`src/armIsaPkg.sv`:
```
package armIsaPkg;

   typedef logic [3:0] regIdx;

   // Condition field, ARM encoding
   typedef enum logic [3:0] {
      condEq = 4'b0000, // Z set
      condNe = 4'b0001,
      condCs = 4'b0010, // C set
      condCc = 4'b0011,
      condMi = 4'b0100, // N set
      condPl = 4'b0101,
      condVs = 4'b0110, // V set
      condVc = 4'b0111,
      condHi = 4'b1000, // Unsigned higher
      condLs = 4'b1001,
      condGe = 4'b1010, // Signed compares
      condLt = 4'b1011,
      condGt = 4'b1100,
      condLe = 4'b1101,
      condAl = 4'b1110
   } condCode;

   // Data-processing opcodes in bits 24:21
   typedef enum logic [3:0] {
      opAnd = 4'b0000,
      opEor = 4'b0001,
      opSub = 4'b0010,
      opAdd = 4'b0100,
      opTst = 4'b1000,
      opTeq = 4'b1001,
      opCmp = 4'b1010,
      opCmn = 4'b1011,
      opOrr = 4'b1100,
      opMov = 4'b1101,
      opBic = 4'b1110,
      opMvn = 4'b1111
   } dpOpcode;

   typedef struct packed {
      logic n;
      logic z;
      logic c;
      logic v;
   } flagsT;

   // Immediate form, bit 25 set
   typedef struct packed {
      condCode    cond;
      logic [1:0] op;
      logic       immBit;
      dpOpcode    opcode;
      logic       s;
      regIdx      rn;
      regIdx      rd;
      logic [3:0] zero;   // Rotate field, not supported
      logic [7:0] imm8;
   } dpImmFields;

   // Register form, bit 25 clear
   typedef struct packed {
      condCode    cond;
      logic [1:0] op;
      logic       immBit;
      dpOpcode    opcode;
      logic       s;
      regIdx      rn;
      regIdx      rd;
      logic [7:0] zero;   // Shift field, not supported
      regIdx      rm;
   } dpRegFields;

   typedef union packed {
      dpImmFields immView;
      dpRegFields regView;
   } dpInstr;

endpackage

```
`src/armCorePkg.sv`:
```
package armCorePkg;

   // Datapath word
   typedef logic [31:0] word;

   // Operation selected in decode and carried to the ALU.
   // Compare forms reuse the add, sub, and and eor codes
   // with the register write suppressed.
   typedef enum logic [2:0] {
      aluAdd = 3'd0, // ADD, CMN
      aluSub = 3'd1, // SUB, CMP
      aluAnd = 3'd2, // AND, TST
      aluOrr = 3'd3,
      aluEor = 3'd4, // EOR, TEQ
      aluBic = 3'd5, // a & ~b
      aluMov = 3'd6, // Passes b
      aluMvn = 3'd7  // ~b
   } aluOp;

endpackage

```
`src/opBus.sv`:
```
interface opBus;
   import armIsaPkg::*;
   import armCorePkg::*;

   logic    valid;     // Real, implemented instruction
   aluOp    op;
   condCode cond;
   logic    setFlags;
   logic    arith;     // Add or subtract, updates C and V
   logic    writesReg; // Clear for compare forms
   regIdx   rd;
   regIdx   rn;
   regIdx   rm;
   logic    useImm;
   word     operandA;
   word     operandB;

   modport src (
      output valid, op, cond, setFlags, arith, writesReg,
      output rd, rn, rm, useImm, operandA, operandB
   );

   modport dst (
      input valid, op, cond, setFlags, arith, writesReg,
      input rd, rn, rm, useImm, operandA, operandB
   );

endinterface

```
`src/regFile.sv`:
```
module regFile (
   input  logic               clk,
   input  logic               reset,
   input  armIsaPkg::regIdx   ra1,
   input  armIsaPkg::regIdx   ra2,
   output armCorePkg::word    rd1,
   output armCorePkg::word    rd2,
   input  logic               we,
   input  armIsaPkg::regIdx   wa,
   input  armCorePkg::word    wd,
   input  logic               hold
);
   import armCorePkg::*;

   word regs [16];

   always_ff @(posedge clk or posedge reset) begin
      if (reset) begin
         for (int i = 0; i < 16; i++) begin
            regs[i] <= '0;
         end
      end else if (we && !hold) begin
         regs[wa] <= wd;
      end
   end

   // Write-first, so decode sees the result being retired
   assign rd1 = (we && wa == ra1) ? wd : regs[ra1];
   assign rd2 = (we && wa == ra2) ? wd : regs[ra2];

endmodule

```
`src/aluUnit.sv`:
```
module aluUnit (
   input  armCorePkg::word   a,
   input  armCorePkg::word   b,
   input  armCorePkg::aluOp  op,
   output armCorePkg::word   result,
   output armIsaPkg::flagsT  aluFlags
);
   import armCorePkg::*;

   logic        isSub;
   logic        isArith;
   word         bSel;
   logic [32:0] sum;

   assign isSub   = (op == aluSub);
   assign isArith = (op == aluAdd) || isSub;

   // Subtract as a + ~b + 1, carry out is then NOT borrow
   assign bSel = isSub ? ~b : b;
   assign sum  = {1'b0, a} + {1'b0, bSel} + {32'b0, isSub};

   always_comb begin
      case (op)
         aluAdd,
         aluSub:  result = sum[31:0];
         aluAnd:  result = a & b;
         aluOrr:  result = a | b;
         aluEor:  result = a ^ b;
         aluBic:  result = a & ~b;
         aluMov:  result = b;
         default: result = ~b; // MVN
      endcase
   end

   assign aluFlags.n = result[31];
   assign aluFlags.z = (result == '0);
   assign aluFlags.c = isArith && sum[32];
   // Same-sign operands giving a result of the other sign
   assign aluFlags.v = isArith && (a[31] == bSel[31]) && (sum[31] != a[31]);

endmodule

```
`src/decodeStage.sv`:
```
module decodeStage (
   input  logic               clk,
   input  logic               reset,
   input  logic               hold,
   input  logic               instrValid,
   input  armIsaPkg::dpInstr  instr,
   input  logic               resValid,
   input  armIsaPkg::regIdx   resRd,
   input  armCorePkg::word    resData,
   opBus.src                  ops
);
   import armIsaPkg::*;
   import armCorePkg::*;

   logic   validQ;
   dpInstr instrQ;
   logic   known;       // Opcode is one of the kept twelve
   logic   isCompare;
   aluOp   aluSel;
   logic   arithSel;
   word    rnData;
   word    rmData;

   always_ff @(posedge clk or posedge reset) begin
      if (reset) validQ <= 1'b0;
      else if (!hold) validQ <= instrValid;
   end

   always_ff @(posedge clk) begin
      if (!hold) instrQ <= instr;
   end

   always_comb begin
      known     = 1'b1;
      isCompare = 1'b0;
      arithSel  = 1'b0;
      aluSel    = aluAdd;
      case (instrQ.immView.opcode)
         opAdd: arithSel = 1'b1;
         opSub: begin
            aluSel   = aluSub;
            arithSel = 1'b1;
         end
         opCmn: begin
            isCompare = 1'b1;
            arithSel  = 1'b1;
         end
         opCmp: begin
            aluSel    = aluSub;
            isCompare = 1'b1;
            arithSel  = 1'b1;
         end
         opAnd: aluSel = aluAnd;
         opTst: begin
            aluSel    = aluAnd;
            isCompare = 1'b1;
         end
         opEor: aluSel = aluEor;
         opTeq: begin
            aluSel    = aluEor;
            isCompare = 1'b1;
         end
         opOrr: aluSel = aluOrr;
         opBic: aluSel = aluBic;
         opMov: aluSel = aluMov;
         opMvn: aluSel = aluMvn;
         default: known = 1'b0; // ADC, SBC, RSB, RSC
      endcase
   end

   regFile regs (
      .clk   (clk),
      .reset (reset),
      .ra1   (instrQ.immView.rn),
      .ra2   (instrQ.regView.rm),
      .rd1   (rnData),
      .rd2   (rmData),
      .we    (resValid),
      .wa    (resRd),
      .wd    (resData),
      .hold  (hold)
   );

   assign ops.valid     = validQ && known && instrQ.immView.op == 2'b00;
   assign ops.op        = aluSel;
   assign ops.cond      = instrQ.immView.cond;
   assign ops.setFlags  = instrQ.immView.s || isCompare; // Compares always set flags
   assign ops.arith     = arithSel;
   assign ops.writesReg = !isCompare;
   assign ops.rd        = instrQ.immView.rd;
   assign ops.rn        = instrQ.immView.rn;
   assign ops.rm        = instrQ.regView.rm;
   assign ops.useImm    = instrQ.immView.immBit;
   assign ops.operandA  = rnData;
   assign ops.operandB  = instrQ.immView.immBit ? {24'b0, instrQ.immView.imm8} : rmData;

endmodule

```
`src/executeStage.sv`:
```
module executeStage (
   input  logic               clk,
   input  logic               reset,
   input  logic               hold,
   opBus.dst                  ops,
   input  logic               resValid,
   input  armIsaPkg::regIdx   resRd,
   input  armCorePkg::word    resData,
   output logic               exValid,
   output armIsaPkg::regIdx   exRd,
   output armCorePkg::word    exData,
   output armIsaPkg::flagsT   flags
);
   import armIsaPkg::*;
   import armCorePkg::*;

   logic    validQ;
   aluOp    opQ;
   condCode condQ;
   logic    setFlagsQ;
   logic    arithQ;
   logic    writesRegQ;
   regIdx   rnQ;
   regIdx   rmQ;
   logic    useImmQ;
   word     aQ;
   word     bQ;
   word     srcA;
   word     srcB;
   flagsT   aluFlags;
   flagsT   flagsQ;
   logic    condPass;

   always_ff @(posedge clk or posedge reset) begin
      if (reset) validQ <= 1'b0;
      else if (!hold) validQ <= ops.valid;
   end

   always_ff @(posedge clk) begin
      if (!hold) begin
         opQ        <= ops.op;
         condQ      <= ops.cond;
         setFlagsQ  <= ops.setFlags;
         arithQ     <= ops.arith;
         writesRegQ <= ops.writesReg;
         exRd       <= ops.rd;
         rnQ        <= ops.rn;
         rmQ        <= ops.rm;
         useImmQ    <= ops.useImm;
         aQ         <= ops.operandA;
         bQ         <= ops.operandB;
      end
   end

   // Forward from the result stage, the only older instruction in flight
   assign srcA = (resValid && resRd == rnQ) ? resData : aQ;
   assign srcB = (!useImmQ && resValid && resRd == rmQ) ? resData : bQ;

   aluUnit alu (
      .a        (srcA),
      .b        (srcB),
      .op       (opQ),
      .result   (exData),
      .aluFlags (aluFlags)
   );

   always_comb begin
      case (condQ)
         condEq:  condPass = flagsQ.z;
         condNe:  condPass = !flagsQ.z;
         condCs:  condPass = flagsQ.c;
         condCc:  condPass = !flagsQ.c;
         condMi:  condPass = flagsQ.n;
         condPl:  condPass = !flagsQ.n;
         condVs:  condPass = flagsQ.v;
         condVc:  condPass = !flagsQ.v;
         condHi:  condPass = flagsQ.c && !flagsQ.z;
         condLs:  condPass = !flagsQ.c || flagsQ.z;
         condGe:  condPass = flagsQ.n == flagsQ.v;
         condLt:  condPass = flagsQ.n != flagsQ.v;
         condGt:  condPass = !flagsQ.z && (flagsQ.n == flagsQ.v);
         condLe:  condPass = flagsQ.z || (flagsQ.n != flagsQ.v);
         condAl:  condPass = 1'b1;
         default: condPass = 1'b0; // NV never executes
      endcase
   end

   // Flags move with the instruction into the result stage
   always_ff @(posedge clk or posedge reset) begin
      if (reset) begin
         flagsQ <= '0;
      end else if (!hold && validQ && condPass && setFlagsQ) begin
         flagsQ.n <= aluFlags.n;
         flagsQ.z <= aluFlags.z;
         if (arithQ) begin  // Logic ops keep C and V
            flagsQ.c <= aluFlags.c;
            flagsQ.v <= aluFlags.v;
         end
      end
   end

   assign exValid = validQ && writesRegQ && condPass;
   assign flags   = flagsQ;

endmodule

```
`src/resultStage.sv`:
```
module resultStage (
   input  logic               clk,
   input  logic               reset,
   input  logic               hold,
   input  logic               exValid,
   input  armIsaPkg::regIdx   exRd,
   input  armCorePkg::word    exData,
   output logic               resValid,
   output armIsaPkg::regIdx   resRd,
   output armCorePkg::word    resData
);

   always_ff @(posedge clk or posedge reset) begin
      if (reset) resValid <= 1'b0;
      else if (!hold) resValid <= exValid;
   end

   // Payload, qualified by resValid
   always_ff @(posedge clk) begin
      if (!hold) begin
         resRd   <= exRd;
         resData <= exData;
      end
   end

endmodule

```
`src/armCore.sv`:
```
module armCore (
   input  logic               clk,
   input  logic               reset,
   input  logic               instrValid,
   input  armIsaPkg::dpInstr  instr,
   input  logic               hold,
   output logic               wbValid,
   output armIsaPkg::regIdx   wbReg,
   output armCorePkg::word    wbData,
   output armIsaPkg::flagsT   flags
);

   logic             exValid;
   armIsaPkg::regIdx exRd;
   armCorePkg::word  exData;

   opBus decodedOp ();

   // Result register outputs double as write-back ports
   decodeStage decode (
      .clk        (clk),
      .reset      (reset),
      .hold       (hold),
      .instrValid (instrValid),
      .instr      (instr),
      .resValid   (wbValid),
      .resRd      (wbReg),
      .resData    (wbData),
      .ops        (decodedOp.src)
   );

   executeStage execute (
      .clk      (clk),
      .reset    (reset),
      .hold     (hold),
      .ops      (decodedOp.dst),
      .resValid (wbValid),
      .resRd    (wbReg),
      .resData  (wbData),
      .exValid  (exValid),
      .exRd     (exRd),
      .exData   (exData),
      .flags    (flags)
   );

   resultStage result (
      .clk      (clk),
      .reset    (reset),
      .hold     (hold),
      .exValid  (exValid),
      .exRd     (exRd),
      .exData   (exData),
      .resValid (wbValid),
      .resRd    (wbReg),
      .resData  (wbData)
   );

endmodule

```
`config.mk`:
```
export PLATFORM = sky130hd
export DESIGN_NAME = armCore
export DESIGN_NICKNAME = d
export VERILOG_FILES = /design/src/armIsaPkg.sv /design/src/armCorePkg.sv /design/src/opBus.sv /design/src/regFile.sv /design/src/aluUnit.sv /design/src/decodeStage.sv /design/src/executeStage.sv /design/src/resultStage.sv /design/src/armCore.sv
export SDC_FILE = /design/constraint.sdc
export NUM_CORES = 2
export LEC_CHECK = 0
export ABC_AREA = 1
export BUFFER_PORTS_ARGS = -buffer_cell sky130_fd_sc_hd__buf_2
export CAP_MARGIN = 20
export CORE_MARGIN = 2
export CORE_UTILIZATION = 50
export DETAILED_ROUTE_END_ITERATION = 6
export HOLD_SLACK_MARGIN = 0.1
export PLACE_DENSITY_LB_ADDON = 0.05
export SLEW_MARGIN = 5
export SYNTH_ARGS = -nofsm -noshare
export SYNTH_HDL_FRONTEND = slang
export SYNTH_SLANG_ARGS = --single-unit
```
`constraint.sdc`:
```
create_clock -name clk -period 54.2 [get_ports clk]
set_input_delay 8.13 -clock clk [delete_from_list [all_inputs] [get_ports clk]]
set_output_delay 8.13 -clock clk [all_outputs]
set_load 0.005 [all_outputs]
```
==> results_dict.tcl <==
set metrics [dict create \
    wirelength_mm 142 \
    io_pins 77 \
    clock_path_buffers 3 \
    timing.final.crit_share_pct 19.5 \
    status "finished clean" \
    syn_to_final_growth_pct 8.41 \
    path_class "in2async" \
    whs_ns 0.418 \
    hpwl_mm 78.4 \
    port_buffers 72 \
    clk_latency_ns 0.65 \
    grt_pass1_vias 33613 \
    cts_tree "yes" \
    die_w_um 281 \
    clk_pin_slew_ns 0.06 \
    critPathCaptureType "asynchronous set/reset pin" \
    ys_async_sr_fraction_pct 77.5 \
    rr_worst_depth 26 \
    clock-skew-final_ns 0.0316 \
    fin_ws_ns 43.62 \
    cts_hold_buf 0 \
    grt_pass1_wl_mm 214 \
    postSynthAreaPerCell_sq_um 7.67 \
    synth_top_area_share_pct 33.8 \
    hold_class "reg2reg" \
    tightest_slew_ns 1.20 \
    grt_start_max_net_pins 166 \
    power_mw 1.41 \
    postCtsSetupBuffers 0 \
    syn_area_sq_mm 0.0384 \
    die_h_um 281 \
    finalWeightedCongestion 0.993 \
    p_leak_nw 18.1 \
    antenna_found_initial 2 \
    netlist_instances 5012 \
    syn_nets 5112 \
    fillers 7331 \
    synth-main-ff-cell "dfrtp_1" \
    cap_violations 0 \
    cts-htree-levels 3 \
    critPathLaunchType "input pin" \
    drt_pre_antenna_iters 6 \
    routed_via_density 6.18 \
    grt.total_usage_pct 35.8 \
    initial_core_util_pct 50.5 \
    critPathRequiredTime_ns 54.82 \
    drive_gt1_share_pct 7.18 \
    finalSetupViolations 0 \
    cts_buffers 77 \
    ys_ff_latch 670 \
    drc 0 \
    overflow 0 \
    cts_root_buf "clkbuf_16" \
    seq_area_frac_synth_pct 45.6 \
    power_density_mw_per_mm2 33.8 \
    slew_headroom_pct 19.5 \
    core_sq_mm 0.0761 \
    hold_viol_final 0 \
    wl_per_cell_um 24.0 \
    timing.fmax_mhz 94.6 \
    cts-resized-gates 0 \
    fin_crit_ns 10.58 \
    drt_iter0_drc 4722 \
    synth_cell_type_count 54 \
    pre_cts_ws_ns 42.77 \
    peakVddDrop_mv 0.0282 \
    std_cell_rows 101 \
    synth_edf_count 151 \
    rsz0062_at_grt "false" \
    antenna_left 0 \
    yosys_warnings 0 \
    clock_sinks 670 \
    finalMaxSlewViolations 0 \
    design_area_sq_mm 0.0417 \
    cp_max_fo 164 \
    nNetsFinal 4935 \
    via_count 36673 \
    ys_top_cells_by_area "dfrtp_1, o21ai_0, edfxtp_1" \
    synth_top_cell_by_area "dfrtp_1" \
    die_area_sq_mm 0.0791 \
    min_path_cells 0 \
    place_area_sq_mm 0.0392 \
    worst-endpoint-arrival_ns 11.19 \
    setup_tns_ns 0 \
]
==> metal layers <==
layer  up-vias  part of all wire, %  track usage [%]
met3       328                  9.9             6.89
met1     17482                   42             50.6
li1      16934                    -                -
met5         -               0.0098                0
met4         2                  3.9             13.8
met2      1927                   44             54.3
==> layout by cell type (no fill, tap or decap), drive strengths merged, types with 3 or more instances in the layout <==
master       n
o21ai     1195
nand2      945
nor2       687
dfrtp      519
inv        270
o22ai      175
edfxtp     151
nand3      133
a21oi      132
buf        131
clkbuf     124
o221ai      84
ha          63
a31oi       39
xor2        33
nand4       28
o211ai      23
a32o        23
nand3b      20
nor3        18
clkinv      18
a211oi      16
or2         15
o21a        12
o32ai       11
o21bai       9
o2111ai      6
a21o         5
a221oi       3
clkinvlp     3
==> worst paths after layout <==
kind	to	from	slack, ns
worst max register to register	execute.flags[2]	result.resRd[2]	48.14
worst max-delay path	decode.regs.regs[6]	reset	43.62
min in group asynchronous	decode.regs.regs[442]	reset	7.60
max in group clk	decode.regs.regs[501]	hold	44.08
worst min register to register	result.resRd[1]	execute.exRd[1]	0.42
worst min-delay path	result.resRd[1]	execute.exRd[1]	0.42
==> logic make-up (layout without fill, tap and decap cells) <==
kind of cell | after synthesis | after routing | synth area share, %
compound gates | 1736 | 1736 | 25.4
xor+xnor | 33 | 33 | 0.752
fa+ha+maj | 64 | 64 | 2.10
buf+inv | 658 | 546 | 6.64
flops | 670 | 670 | 45.6
other cells | 0 | 1 | 0
simple gates | 1851 | 1851 | 19.6
==> sequential cells by signal, summed over array words and instances (netlist names), 3 cells and up <==
register	flops
result.resRd	4
execute.flags	4
decode.regs.regs	512
execute.condQ	4
execute.bQ	32
execute.rnQ	4
execute.exRd	4
result.resData	32
execute.aQ	32
execute.opQ	3
execute.rmQ	4
decode.instrQ	28
==> critical path, cell delays in order <==
cell	delay, ns
buf_2	0.13
inv_8	0.44
buf_12	0.63
buf_4	0.76
buf_4	0.83
==> area by class of cell <==
type                       instances  area [sq um]  share of cell area [%]
inverter                         270          1050                    2.52
clock inverter                    21           184                   0.441
antenna                            1          2.50                 0.00600
clock buffer                     123          2300                    5.52
timing repair buffer             132           868                    2.08
multi-input combinational       3684         18500                    44.3
tap                             1030          1290                    3.09
sequential                       670         17500                    42.0
==> metrics by stage <==
step,std cells,utilization [%]
final,5931,54.8
after global routing,5930,54.8
after CTS,5928,54.7
after detailed placement,5784,51.5
after global placement,5784,51.5
after floorplan,5012,-
==> synthesized netlist by cell type, drive strengths merged (5+ instances only) <==
library cell  number
nand4             28
dfrtp            519
or2               15
nor3              18
nor2             687
a32o              23
a21o               5
xor2              33
o22ai            175
a211oi            16
o21a              12
o32ai             11
a21oi            132
nand3            133
buf               39
inv              267
ha                63
nand2            945
o221ai            84
o21ai           1195
clkbuf           349
edfxtp           151
o2111ai            6
nand3b            20
o21bai             9
o211ai            23
a31oi             39
==> power breakdown <==
group          switching [mW]  internal (mW)
Sequential             0.0345          0.555
Clock                   0.223          0.294
Combinational           0.214         0.0897
Total                   0.471          0.938
Note: power is estimated with default switching activity, not from simulation.
